--- config.mk ---
export PLATFORM = sky130hd
export DESIGN_NAME = eeprom_if_top
export DESIGN_NICKNAME = d
export VERILOG_FILES = /design/src/eeprom_pkg.sv /design/src/eeprom_if_top.sv /design/src/eeprom_ctrl.sv /design/src/i2c_byte_engine.sv
export SDC_FILE = /design/constraint.sdc
export NUM_CORES = 1
export LEC_CHECK = 0
export BUFFER_PORTS_ARGS = -buffer_cell sky130_fd_sc_hd__buf_2
export CORE_UTILIZATION = 61
export DETAILED_ROUTE_END_ITERATION = 10
export GPL_TIMING_DRIVEN = 0
export HOLD_SLACK_MARGIN = 0.02
export PLACE_DENSITY = 0.82
export SLEW_MARGIN = 15
export SYNTH_ARGS = -nofsm -noshare
export SYNTH_HDL_FRONTEND = slang
export SYNTH_HIERARCHICAL = 1
export SYNTH_SLANG_ARGS = --single-unit
--- constraint.sdc ---
create_clock -name CLK -period 5.6 [get_ports CLK]
set_clock_uncertainty 0.2 [all_clocks]
set_input_delay 0.84 -clock CLK [delete_from_list [all_inputs] [get_ports CLK]]
set_output_delay 0.84 -clock CLK [all_outputs]
set_load 0.1 [all_outputs]
--- src/eeprom_pkg.sv ---
package eeprom_pkg;

    // 2 KB array with bits 10:8 riding in the device byte
    typedef logic [10:0] eeprom_addr_t;

    typedef struct packed {
        logic         write;    // 1 write, 0 read
        eeprom_addr_t addr;
        logic [7:0]   wdata;
    } eeprom_cmd_t;

    typedef struct packed {
        logic [7:0] rdata;
        logic       error;      // slave refused a byte
    } eeprom_rsp_t;

    // OP_START doubles as repeated start
    typedef enum logic [1:0] {
        OP_START,
        OP_STOP,
        OP_WRITE,
        OP_READ
    } i2c_op_t;

    typedef struct packed {
        i2c_op_t    op;
        logic [7:0] wdata;
        logic       master_nack;  // read only
    } i2c_req_t;

    typedef struct packed {
        logic [7:0] rdata;
        logic       slave_nack;
    } i2c_rsp_t;

    // fixed upper nibble of the device-select byte
    localparam logic [3:0] DEVICE_CODE = 4'b1010;

endpackage
--- src/eeprom_if_top.sv ---
module eeprom_if_top #(
    parameter int CLK_DIV = 2       // clk cycles per quarter scl period
) (
    input  logic                    CLK,
    input  logic                    RESET,
    input  logic                    host_req,
    input  eeprom_pkg::eeprom_cmd_t host_cmd,
    output logic                    host_ack,
    output eeprom_pkg::eeprom_rsp_t host_rsp,
    output logic                    scl,
    output logic                    sda_oe,
    input  logic                    sda_in
);
    import eeprom_pkg::*;

    logic     op_req;
    logic     op_ack;
    i2c_req_t op;
    i2c_rsp_t op_rsp;

    eeprom_ctrl eeprom_ctrl_inst (
        .CLK      (CLK),
        .RESET    (RESET),
        .host_req (host_req),
        .host_cmd (host_cmd),
        .host_ack (host_ack),
        .host_rsp (host_rsp),
        .op_req   (op_req),
        .op       (op),
        .op_ack   (op_ack),
        .op_rsp   (op_rsp)
    );

    i2c_byte_engine #(
        .CLK_DIV (CLK_DIV)
    ) i2c_byte_engine_inst (
        .CLK    (CLK),
        .RESET  (RESET),
        .op_req (op_req),
        .op     (op),
        .sda_in (sda_in),
        .op_ack (op_ack),
        .op_rsp (op_rsp),
        .scl    (scl),
        .sda_oe (sda_oe)
    );

endmodule

--- src/eeprom_ctrl.sv ---
module eeprom_ctrl (
    input  logic                    CLK,
    input  logic                    RESET,
    input  logic                    host_req,
    input  eeprom_pkg::eeprom_cmd_t host_cmd,
    output logic                    host_ack,
    output eeprom_pkg::eeprom_rsp_t host_rsp,
    output logic                    op_req,
    output eeprom_pkg::i2c_req_t    op,
    input  logic                    op_ack,
    input  eeprom_pkg::i2c_rsp_t    op_rsp
);
    import eeprom_pkg::*;

    // one-hot main states
    localparam logic [9:0] IDLE    = 10'b00_0000_0001;
    localparam logic [9:0] START   = 10'b00_0000_0010;
    localparam logic [9:0] DEV_W   = 10'b00_0000_0100;
    localparam logic [9:0] ADDR    = 10'b00_0000_1000;
    localparam logic [9:0] DATA    = 10'b00_0001_0000;
    localparam logic [9:0] RSTART  = 10'b00_0010_0000;
    localparam logic [9:0] DEV_R   = 10'b00_0100_0000;
    localparam logic [9:0] RD_BYTE = 10'b00_1000_0000;
    localparam logic [9:0] STOP    = 10'b01_0000_0000;
    localparam logic [9:0] DONE    = 10'b10_0000_0000;

    logic [9:0]  state;
    logic [9:0]  next_state;
    eeprom_cmd_t cmd;
    i2c_req_t    req_c;
    logic [6:0]  dev_sel;       // device code plus block bits

    assign dev_sel = {DEVICE_CODE, cmd.addr[10:8]};

    // operation for the current state and where to go after it
    always_comb begin
        req_c      = '{op: OP_START, wdata: 8'h00, master_nack: 1'b0};
        next_state = STOP;
        case (state)
            START:  next_state = DEV_W;
            DEV_W: begin
                req_c.op    = OP_WRITE;
                req_c.wdata = {dev_sel, 1'b0};
                next_state  = ADDR;
            end
            ADDR: begin
                req_c.op    = OP_WRITE;
                req_c.wdata = cmd.addr[7:0];
                next_state  = cmd.write ? DATA : RSTART;
            end
            DATA: begin
                req_c.op    = OP_WRITE;
                req_c.wdata = cmd.wdata;
            end
            RSTART: next_state = DEV_R;
            DEV_R: begin
                req_c.op    = OP_WRITE;
                req_c.wdata = {dev_sel, 1'b1};
                next_state  = RD_BYTE;
            end
            RD_BYTE: begin
                req_c.op          = OP_READ;
                req_c.master_nack = 1'b1;   // single byte read
            end
            STOP: begin
                req_c.op   = OP_STOP;
                next_state = DONE;
            end
            default: next_state = STOP;
        endcase
        if (op_rsp.slave_nack)
            next_state = STOP;  // refused byte ends the transfer
    end

    always_ff @(posedge CLK) begin
        if (RESET) begin
            state          <= IDLE;
            host_ack       <= 1'b0;
            op_req         <= 1'b0;
            host_rsp.error <= 1'b0;
        end else begin
            case (state)
                IDLE: begin
                    if (host_req && !host_ack) begin
                        cmd            <= host_cmd;
                        host_rsp.error <= 1'b0;
                        state          <= START;
                    end
                end
                START, DEV_W, ADDR, DATA, RSTART, DEV_R, RD_BYTE, STOP: begin
                    if (!op_req && !op_ack) begin
                        op_req <= 1'b1;
                        op     <= req_c;
                    end else if (op_req && op_ack) begin
                        op_req <= 1'b0;
                        state  <= next_state;
                        if (op_rsp.slave_nack)
                            host_rsp.error <= 1'b1;
                        if (state == RD_BYTE)
                            host_rsp.rdata <= op_rsp.rdata;
                    end
                end
                DONE: begin
                    if (!host_ack) begin
                        host_ack <= 1'b1;
                    end else if (!host_req) begin
                        host_ack <= 1'b0;
                        state    <= IDLE;
                    end
                end
                default: state <= IDLE;
            endcase
        end
    end

    a_cmd_stable: assert property (@(posedge CLK) disable iff (RESET)
        ($past(host_req && !host_ack) && host_req && !host_ack) |-> $stable(host_cmd));

    // engine handshake must return to zero first
    a_req_after_ack: assert property (@(posedge CLK) disable iff (RESET)
        $rose(op_req) |-> !op_ack);

endmodule

--- src/i2c_byte_engine.sv ---
module i2c_byte_engine #(
    parameter int CLK_DIV = 2
) (
    input  logic                 CLK,
    input  logic                 RESET,
    input  logic                 op_req,
    input  eeprom_pkg::i2c_req_t op,
    input  logic                 sda_in,
    output logic                 op_ack,
    output eeprom_pkg::i2c_rsp_t op_rsp,
    output logic                 scl,
    output logic                 sda_oe
);
    import eeprom_pkg::*;

    localparam int QW = (CLK_DIV > 1) ? $clog2(CLK_DIV) : 1;

    // head, stop, shift-out and shift-in folded into one machine
    typedef enum logic [2:0] {
        PH_IDLE,
        PH_START,
        PH_STOP,
        PH_SHOUT,
        PH_SHIN,
        PH_DONE
    } phase_t;

    phase_t        phase;
    logic [QW-1:0] qcnt;
    logic [1:0]    quarter;     // scl low in quarters 0 and 1
    logic [3:0]    bit_cnt;
    logic [7:0]    shreg;
    logic          nack_out;
    logic          ack_nack;
    logic          busy;
    logic          qtick;
    logic          drive_pt;
    logic          sample_pt;
    logic          last_bit;

    assign busy      = phase inside {PH_START, PH_STOP, PH_SHOUT, PH_SHIN};
    assign qtick     = busy && (qcnt == QW'(CLK_DIV - 1));
    assign drive_pt  = busy && (quarter == 2'd0) && (qcnt == '0);
    assign sample_pt = busy && (quarter == 2'd3) && (qcnt == '0);
    assign last_bit  = (phase inside {PH_START, PH_STOP}) || (bit_cnt == 4'd8);

    assign op_rsp = '{rdata: shreg, slave_nack: ack_nack};

    always_ff @(posedge CLK) begin
        if (RESET) begin
            qcnt    <= '0;
            quarter <= 2'd0;
        end else if (busy) begin
            if (qtick) begin
                qcnt    <= '0;
                quarter <= quarter + 2'd1;  // wraps to 0 at end of bit
            end else begin
                qcnt <= qcnt + 1'b1;
            end
        end
    end

    always_ff @(posedge CLK) begin
        if (RESET) begin
            phase   <= PH_IDLE;
            op_ack  <= 1'b0;
            scl     <= 1'b1;
            sda_oe  <= 1'b0;
            bit_cnt <= 4'd0;
        end else begin
            case (phase)
                PH_IDLE: begin
                    if (op_req && !op_ack) begin
                        scl      <= 1'b0;   // first quarter of the first bit
                        bit_cnt  <= 4'd0;
                        shreg    <= op.wdata;
                        nack_out <= op.master_nack;
                        ack_nack <= 1'b0;
                        case (op.op)
                            OP_START: phase <= PH_START;
                            OP_STOP:  phase <= PH_STOP;
                            OP_WRITE: phase <= PH_SHOUT;
                            OP_READ:  phase <= PH_SHIN;
                        endcase
                    end
                end
                PH_START, PH_STOP, PH_SHOUT, PH_SHIN: begin
                    if (drive_pt) begin
                        case (phase)
                            PH_START: sda_oe <= 1'b0;
                            PH_STOP:  sda_oe <= 1'b1;
                            PH_SHOUT: sda_oe <= (bit_cnt == 4'd8) ? 1'b0 : ~shreg[7];
                            default:  sda_oe <= (bit_cnt == 4'd8) ? ~nack_out : 1'b0;
                        endcase
                    end
                    if (sample_pt) begin
                        case (phase)
                            PH_START: sda_oe <= 1'b1;   // sda falls under high scl
                            PH_STOP:  sda_oe <= 1'b0;   // sda rises under high scl
                            default: begin
                                if (bit_cnt == 4'd8)
                                    ack_nack <= (phase == PH_SHOUT) && sda_in;
                                else
                                    shreg <= {shreg[6:0], sda_in};
                            end
                        endcase
                    end
                    if (qtick) begin
                        if (quarter == 2'd1) begin
                            scl <= 1'b1;
                        end else if (quarter == 2'd3) begin
                            if (last_bit) begin
                                phase  <= PH_DONE;      // scl left high
                                op_ack <= 1'b1;
                            end else begin
                                bit_cnt <= bit_cnt + 4'd1;
                                scl     <= 1'b0;
                            end
                        end
                    end
                end
                PH_DONE: begin
                    if (!op_req) begin
                        op_ack <= 1'b0;
                        phase  <= PH_IDLE;
                    end
                end
                default: phase <= PH_IDLE;
            endcase
        end
    end

    // data only moves under high scl when it is a start or stop
    a_sda_scl_high: assert property (@(posedge CLK) disable iff (RESET)
        (scl && $past(scl) && $changed(sda_oe)) |-> ($past(phase) inside {PH_START, PH_STOP}));

    a_ack_needs_req: assert property (@(posedge CLK) disable iff (RESET)
        $rose(op_ack) |-> $past(op_req));

endmodule

# Word level (Yosys, flattened, before mapping)
# Cells that the tools add are included.
[word_totals] output_inout_bits=12 ff_bits=75 elab_cells=173 inputBits=24
[op_classes] bitwise=5 add_sub_neg=3 muxes=63 eq_ne=40 n_reduce_logical=41
[ops] operator="10-bit two-way mux" count=6
[ops] operator="10-bit one-hot mux with 6 select lines" count=1
[ops] operator="8-bit two-way mux" count=4
[ops] operator="8-bit one-hot mux with 4 select lines" count=1
[ops] operator="10-bit one-hot mux with 3 select lines" count=1
[ops] operator="6-bit AND reduction" count=5
[ops] operator="1-bit two-way mux" count=27
[ops] operator="4-bit two-way mux" count=5
[ops] operator="2-bit by 1-bit inequality test with 1-bit output, second input constant" count=10
[ops] operator="5-bit AND reduction" count=4
[ops] operator="3-bit two-way mux" count=6
[ops] operator="8-bit one-hot mux with 2 select lines" count=1
[ops] operator="2-bit inequality test, second input constant" count=7
[ops] operator="3-bit one-hot mux with 4 select lines" count=1
[ops] operator="10-bit by 1-bit == test with 1-bit output, second input constant" count=1
[ops] operator="10-bit == test, second input constant" count=1
[ops] operator="10-bit by 2-bit == test with 1-bit output, second input constant" count=1
[ops] operator="10-bit by 3-bit == test with 1-bit output, second input constant" count=1
[ops] operator="10-bit by 4-bit == test with 1-bit output, second input constant" count=1
[ops] operator="10-bit by 5-bit == test with 1-bit output, second input constant" count=1
[ops] operator="10-bit by 6-bit == test with 1-bit output, second input constant" count=1
[ops] operator="10-bit by 7-bit == test with 1-bit output, second input constant" count=1
[ops] operator="10-bit by 8-bit == test with 1-bit output, second input constant" count=1
[ops] operator="10-bit by 9-bit == test with 1-bit output, second input constant" count=1
[ops] operator="30 further kinds" count=63

# Logic depth before layout (Yosys ltp)
# Gate-level depths: netlist (run 1).
[logic_depth] word_depth=8 depth_mapped=7 ltp_nobuf=7

# Modules after synthesis
# Netlist (run 1), hierarchy kept.
[by_module_without_submodules] mod="eeprom_ctrl" area_each_um2=2491.1 cells_each=213 instances=1 seq_area_each_um2=1431.4
[by_module_without_submodules] mod="i2c_byte_engine" area_each_um2=1398.8 cells_each=161 instances=1 seq_area_each_um2=560.5

# Worst setup path after synthesis (run 1)
# No wires, ideal clock.
[synth_timing] path_type="reg2reg" start="reg eeprom_ctrl_inst.state[1]" end="reg, netlist name eeprom_ctrl_inst/op[0]" path_stages_with_launch=8 n_path_buf=2 required_time_ns=5.004 slack_ns=2.500 synth_period_minus_slack_ns=3.100 arrival_time_ns=2.505 setup_time_ns=0.396 path_cell_list="dfxtp_1 -> buf_6 -> or4_4 -> buf_6 -> or3_4 -> nor2_1 -> nor2_1 -> nor3b_1"
[synth_between] elab_chain_len=3 elab_cells_between_ends=10 classes_between="eq/ne (8); reduce/logical (2)"
[synth_lines] element="start, declared" line_no="eeprom_ctrl.sv:27" source="logic [9:0] state;"
[synth_lines] element="start signal, assigned" line_no="eeprom_ctrl.sv:96" source="state <= next_state;"
[synth_lines] element="10-bit by 2-bit == test with 1-bit output (tied with other cells)" line_no="eeprom_ctrl.sv:82" source="case (state)"
[synth_lines] element="8-bit OR reduction (*)" line_no="eeprom_ctrl.sv:82"
[synth_lines] element="3-bit AND reduction (no line) (*)"
# Mark *: on every way between the ends. The rest lies on a longest branch, timed or not.
# A chain may end at the register's enable or synchronous reset.

# Worst setup path in the final report (run 1)
[layout_timing] start="reg eeprom_ctrl_inst.state[4]" end="reg, netlist name eeprom_ctrl_inst/op[1]"
[layout_between] elab_chain_len=3 elab_cells_between_ends=10 classes_between="eq/ne (8); reduce/logical (2)"
[layout_lines] element="10-bit by 2-bit == test with 1-bit output (tied with other cells)" line_no="eeprom_ctrl.sv:82"
[layout_lines] element="8-bit OR reduction (*)" line_no="eeprom_ctrl.sv:82"
[layout_lines] element="3-bit AND reduction (no line) (*)"
# Marked as above.

==> results of run 1 <==
power groups by stage:
stage | Combinational [mW] | Sequential, mW | Clock, mW
5_1_grt | 0.123 | 0.613 | 0.423
2_1_floorplan | 0.0671 | 0.639 | 0
6_report | 0.114 | 0.612 | 0.395
3_5_place_dp | 0.112 | 0.624 | 0
4_1_cts | 0.113 | 0.612 | 0.405
3_3_place_gp | 0.109 | 0.623 | 0
synthesized netlist by cell type (6+ instances only):
| library cell | instances | share of area |
|---|---|---|
| nand4_1 | 6 | 0.0097 |
| o21ai_0 | 7 | 0.0090 |
| clkbuf_1 | 15 | 0.014 |
| nor2b_1 | 7 | 0.011 |
| nand2_1 | 42 | 0.041 |
| o31ai_1 | 9 | 0.017 |
| inv_1 | 17 | 0.016 |
| edfxtp_1 | 49 | 0.38 |
| dfxtp_1 | 26 | 0.13 |
| nor3_1 | 12 | 0.015 |
| nor4_1 | 6 | 0.0097 |
| a21oi_1 | 18 | 0.023 |
| nor2_1 | 27 | 0.026 |
| nand2b_1 | 8 | 0.013 |
| ha_1 | 10 | 0.032 |
| nand3_1 | 8 | 0.010 |
layout make-up:
type,count,share of cell area
sequential,75,0.457
buffer,23,0.0264
multi-input combinational,259,0.397
clock inverter,5,0.0129
timing repair buffer,35,0.0402
tap,75,0.0216
inverter,17,0.0147
clock buffer,11,0.0302
per-layer routing:
metal	vias up	GRT usage	routed length, um
li1	1502	-	-
met1	1418	0.306	3300
met2	134	0.449	3990
met3	27	0.0611	518
met4	0	0.130	206
met5	-	0	0
worst paths after layout:
kind / from / end / slack (ns) / cells past startpoint
hold / removal: eeprom_ctrl_inst/op[0]$_DFFE_PP_ / i2c_byte_engine_inst/nack_out$_DFFE_PP_ / 0.23 / 0
setup / recovery: eeprom_ctrl_inst/state[4]$_SDFFE_PP0P_ / eeprom_ctrl_inst/op[1]$_DFFE_PP_ / 2.40 / 7
hold reg to reg: eeprom_ctrl_inst/op[0]$_DFFE_PP_ / i2c_byte_engine_inst/nack_out$_DFFE_PP_ / 0.23 / 0
setup reg to reg: eeprom_ctrl_inst/state[4]$_SDFFE_PP0P_ / eeprom_ctrl_inst/op[1]$_DFFE_PP_ / 2.40 / 7
metrics by stage:
stage	area [sq um]	total power [mW]	hold WS [ns]	cells	setup WS, ns
final	4350	1.12	0.228	500	2.40
after global routing	4350	1.16	0.235	500	2.12
after CTS	4350	1.13	0.224	500	2.43
after detailed placement	4170	0.737	0.207	484	2.44
after global placement	4160	0.732	0.202	484	1.93
after floorplan	3890	0.706	0.200	374	2.50
cells by family (layout without fill, tap and decap cells):
logic type / after synthesis / in the layout
simple gates: 152 / 152
mux: 6 / 6
buf+inv: 40 / 91
xor+xnor: 7 / 7
fa+ha+maj: 10 / 10
compound gates: 84 / 84
flops: 75 / 75
layout by cell type, fill, tap and decap left out, types with 4 or more instances in the layout:
| cell type | n |
|---|---|
| o211ai_1 | 5 |
| nand4_1 | 6 |
| edfxtp_1 | 49 |
| nor4_1 | 6 |
| clkbuf_1 | 17 |
| nor3_1 | 12 |
| clkbuf_8 | 9 |
| a21oi_1 | 18 |
| nand2b_1 | 8 |
| o21ai_0 | 7 |
| inv_1 | 17 |
| o21ai_1 | 4 |
| buf_2 | 37 |
| mux2i_1 | 5 |
| nand3_1 | 8 |
| dfxtp_1 | 26 |
| and3_1 | 5 |
| nor2b_1 | 7 |
| ha_1 | 10 |
| a221o_1 | 4 |
| xor2_1 | 4 |
| nor2_1 | 26 |
| o31ai_1 | 9 |
| nand2_1 | 42 |
sequential cells by signal (all words and copies together) (netlist names):
name / flops
i2c_byte_engine_inst/qcnt: 1
eeprom_ctrl_inst/cmd: 20
i2c_byte_engine_inst/ack_nack: 1
eeprom_ctrl_inst/op_req: 1
i2c_byte_engine_inst/quarter: 2
i2c_byte_engine_inst/scl: 1
i2c_byte_engine_inst/nack_out: 1
eeprom_ctrl_inst/state: 10
i2c_byte_engine_inst/sda_oe: 1
i2c_byte_engine_inst/op_ack: 1
i2c_byte_engine_inst/phase: 3
i2c_byte_engine_inst/shreg: 8
eeprom_ctrl_inst/host_ack: 1
eeprom_ctrl_inst/host_rsp: 9
i2c_byte_engine_inst/bit_cnt: 4
eeprom_ctrl_inst/op: 11
==> run summary, run 1 <==
Clock transition at path regs: 0.07 ns
routed length per instance: 16.0 um
vias in the first global route: 2891
Ports: 36
CORE AREA: 0.00603 sq mm
Max Fclk: 313 MHz
GP Congestion: 0.941
period utilization: 0.571
status: completed
family with the most delay on the worst path: simple AND/OR/NAND/NOR gates
setup TNS: 0 ns
crit-path max cell delay: 0.63 ns
clock buffer depth: 2
Sequential Area: 0.00199 sq mm
critical path type: register to register
post-synthesis cell count: 374
first-pass GRT wire length: 13000 um
share of cells above drive strength 1: 0.176
Peak VDD IR: 0.210 mV
number of CTS-inserted buffers: 9
CTS tree: built
Vias: 3081
Final Hold Viols: 0
Hold Buf Count CTS: 0
Critical Path AT: 2.97 ns
hpwl dp: 5760 um
Die X: 81.9 um
GRT overflow: 0
Worst Hold Class: register to register
Antenna Cells: 0
number of flops mapped to enable cells by yosys: 49
# port buffers: 35
setup bufs post-CTS: 0
internal power: 848 uW
row cnt: 28
DRT Pass-1 Iters: 5
Post-Synth Simple-Gate Area: 0.218
Tmin final: 3.20 ns
clk sinks: 75
Adder-Cell Fraction of Synth Area: 0.0322
sequential fraction of design power: 0.546
Max-cap violations: 0
Post-Synth XOR/XNOR Area: 0.0158
Synth Cell Area: 0.00389 sq mm
Setup violations, final: 0
max_slew headroom: 0.413
Seq/Total Area, Yosys: 0.512
DRT iter0 DRCs: 160
WP data required: 5.38 ns
P&R area growth vs syn: 11.9%
Layout Nets: 454
largest family of logic cells by synthesized area: simple AND/OR/NAND/NOR gates
Ys Warns: 6
Sw Pwr: 272 uW
unrepaired setup endpoints after global routing: false
CTS HTree Levels: 3
drt drc: 0
crit-path cells: clkbuf_1 -> nor4_1 -> buf_2 -> nand4b_1 -> o21ai_1 -> nor2_1 -> nor3b_2
area occupied by multi-input gates: 0.00173 sq mm
clock latency on the worst-skew pair: 0.34 ns
drt total wl: 8010 um
Final Util: 0.723
CP max FO: 11
logic gate share of total power: 0.101
Worst-Margin Slew: 0.879 ns
Slew Viols, Final: 0
ys async rst share: 0
initial antenna violation count: 0
Synthesized Nets: 408
Initial Utilization: 0.646
Crit path buffers/inverters: 2
clk root buf: clkbuf_8
GRT Util Overall: 0.262
crit path launch type: register
register bit total from synthesis: 75
fill count: 440
mux contribution to synthesized area: 0.0167
Lkg Pwr: 1.67 nW
switching part of the total: 0.243
die height: 81.9 um
mean post-synth cell area: 10.4 sq um
clock share of power: 0.353
Distinct cells, synth: 74
CP max stage cell: nor4_1
Pwr Density: 257 mW/mm^2
Most used DFF post-synth: edfxtp_1
Routed Antenna Nets: 0
post-CTS resize count: 0
Worst setup EP type: register
largest net degree at the start of global routing: 21
Compound-Gate Fraction of Synth Area: 0.159
Die ar.: 0.00670 sq mm
via/cell ratio: 6.16
Note: power is estimated with default switching activity, not from simulation.
==> run 2, diff against run 1 <==
CORE_UTILIZATION = 53   (was 61)
PLACE_DENSITY = 0.75   (was 0.82)
clock period = 2.75 ns   (was 5.6 ns; I/O delays follow)
==> run summary, run 2 (synthesis gave the netlist of run 1 again) <==
max_slew headroom: 0.489
CORE AREA: 0.00694 sq mm
M1 wire length: 3680 um
first-pass GRT wire length: 13300 um
Lkg Pwr: 1.75 nW
biggest regs: eeprom_ctrl_inst/cmd: 20 flops, eeprom_ctrl_inst/op: 11 flops, eeprom_ctrl_inst/state: 10 flops
Worst setup EP type: register
Tmin final: 2.62 ns
Slew Viols, Final: 0
initial antenna violation count: 0
met3 wire length: 460 um
internal power: 1.85 mW
GP Congestion: 0.896
Vias: 3140
clk root buf: clkbuf_8
Max Fclk: 381 MHz
sequential fraction of design power: 0.503
largest net degree at the start of global routing: 21
CTS tree: built
logic gate share of total power: 0.103
DRT Pass-1 Iters: 6
Die X: 87.7 um
DR top layer: met4
fill count: 545
Peak VDD IR: 0.407 mV
clock latency on the worst-skew pair: 0.35 ns
CP max FO: 11
die height: 87.7 um
status: completed
Sw Pwr: 625 uW
routed length per instance: 15.9 um
crit path launch type: register
Layout Nets: 463
P&R area growth vs syn: 18.3%
WP data required: 2.62 ns
Ports: 36
most frequent cells in the layout: edfxtp_1 (49), nand2_1 (42), buf_2 (36), dfxtp_1 (26), nor2_1 (25)
Detail Route met2 WL: 4190 um
critical path type: register to register
Critical Path AT: 2.49 ns
Final Hold Viols: 0
Clock transition at path regs: 0.08 ns
Initial Utilization: 0.560
area occupied by multi-input gates: 0.00181 sq mm
vias in the first global route: 2887
GRT Util Overall: 0.228
Antenna Cells: 0
number of CTS-inserted buffers: 9
Routed Antenna Nets: 0
Pwr Density: 538 mW/mm^2
Top reg by flops: eeprom_ctrl_inst/cmd
unrepaired setup endpoints after global routing: false
Final Util: 0.663
Setup violations, final: 0
switching part of the total: 0.253
Die ar.: 0.00769 sq mm
row cnt: 30
Fin Hold WS: 0.0373 ns
clock buffer depth: 2
hpwl dp: 5710 um
clk sinks: 75
share of cells above drive strength 1: 0.205
Sequential Area: 0.00199 sq mm
# port buffers: 35
Worst-Margin Slew: 0.760 ns
clock share of power: 0.394
DRT iter0 DRCs: 273
worst reg2reg setup slack: 0.13 ns
drt total wl: 8430 um
drt drc: 0
via/cell ratio: 5.92
Max-cap violations: 0
GRT overflow: 0
commonest non-fill, non-tap cell in the layout: edfxtp_1
CTS HTree Levels: 3
period utilization: 0.954
max FFs per register: 20
Worst Hold Class: primary input to register
-- run 2: metrics by stage --
step	setup WS, ns	cell area [sq um]	setup TNS [ns]	cells	total power [mW]
2_1_floorplan	0.0270	3900	0	374	1.44
3_5_place_dp	-0.545	4190	-13.05	505	1.50
5_1_grt	0.00971	4600	0	530	2.55
3_3_place_gp	-0.600	4190	-14.85	505	1.49
4_1_cts	0.0391	4540	0	529	2.49
6_report	0.127	4600	0	530	2.47
-- run 2: worst max-delay path, cell delays in order, from the launching register on --
cell and delay [ns]:
dfxtp_1 0.30, clkbuf_1 0.24, nor4_4 0.40, clkbuf_4 0.28
nand4b_1 0.20, o21ai_2 0.17, nor2_1 0.13, nor3b_4 0.25
buf_12 0.16
-- run 2: routing by layer --
layer | vias up | track usage
met2 | 126 | 0.380
met1 | 1489 | 0.295
li1 | 1516 | -
met3 | 9 | 0.0368
met5 | - | 0
met4 | 0 | 0.0984
-- run 2: final cells by class --
cell class              instances  share of cell area
plain buffers                  23              0.0256
clock buffers                   9              0.0269
clock inverters                 7              0.0231
inverters                      17              0.0139
multi-input cells             260               0.394
flip-flops and latches         75               0.433
well taps                      96              0.0261
repair buffers                 43              0.0576
-- run 2: final timing paths --
path                                                             start                                      end  cells after the start
worst min-delay path                                       host_cmd[4]        eeprom_ctrl_inst/cmd[4]$_DFFE_PP_                      1
worst max register to register  eeprom_ctrl_inst/state[5]$_SDFFE_PP0P_         eeprom_ctrl_inst/op[1]$_DFFE_PP_                      8
worst max-delay path            eeprom_ctrl_inst/state[5]$_SDFFE_PP0P_         eeprom_ctrl_inst/op[1]$_DFFE_PP_                      8
worst min register to register        eeprom_ctrl_inst/op[0]$_DFFE_PP_  i2c_byte_engine_inst/nack_out$_DFFE_PP_                      0
-- run 2: power by group through the flow --
stage	clock network (mW)	logic, mW	registers [mW]
3_5_place_dp	0	0.229	1.27
5_1_grt	1.03	0.275	1.25
2_1_floorplan	0	0.138	1.30
6_report	0.975	0.255	1.25
4_1_cts	1.00	0.241	1.24
3_3_place_gp	0	0.226	1.27
-- run 2: what timing repair did --
action                                  CTS  global route
endpoints found under the setup margin   39            44
gates resized for setup                   5            11
gates cloned                              0             1
hold buffers                              7             0
pin swaps                                 1             2
endpoints found under the hold margin     7             0
setup buffers                             1             0
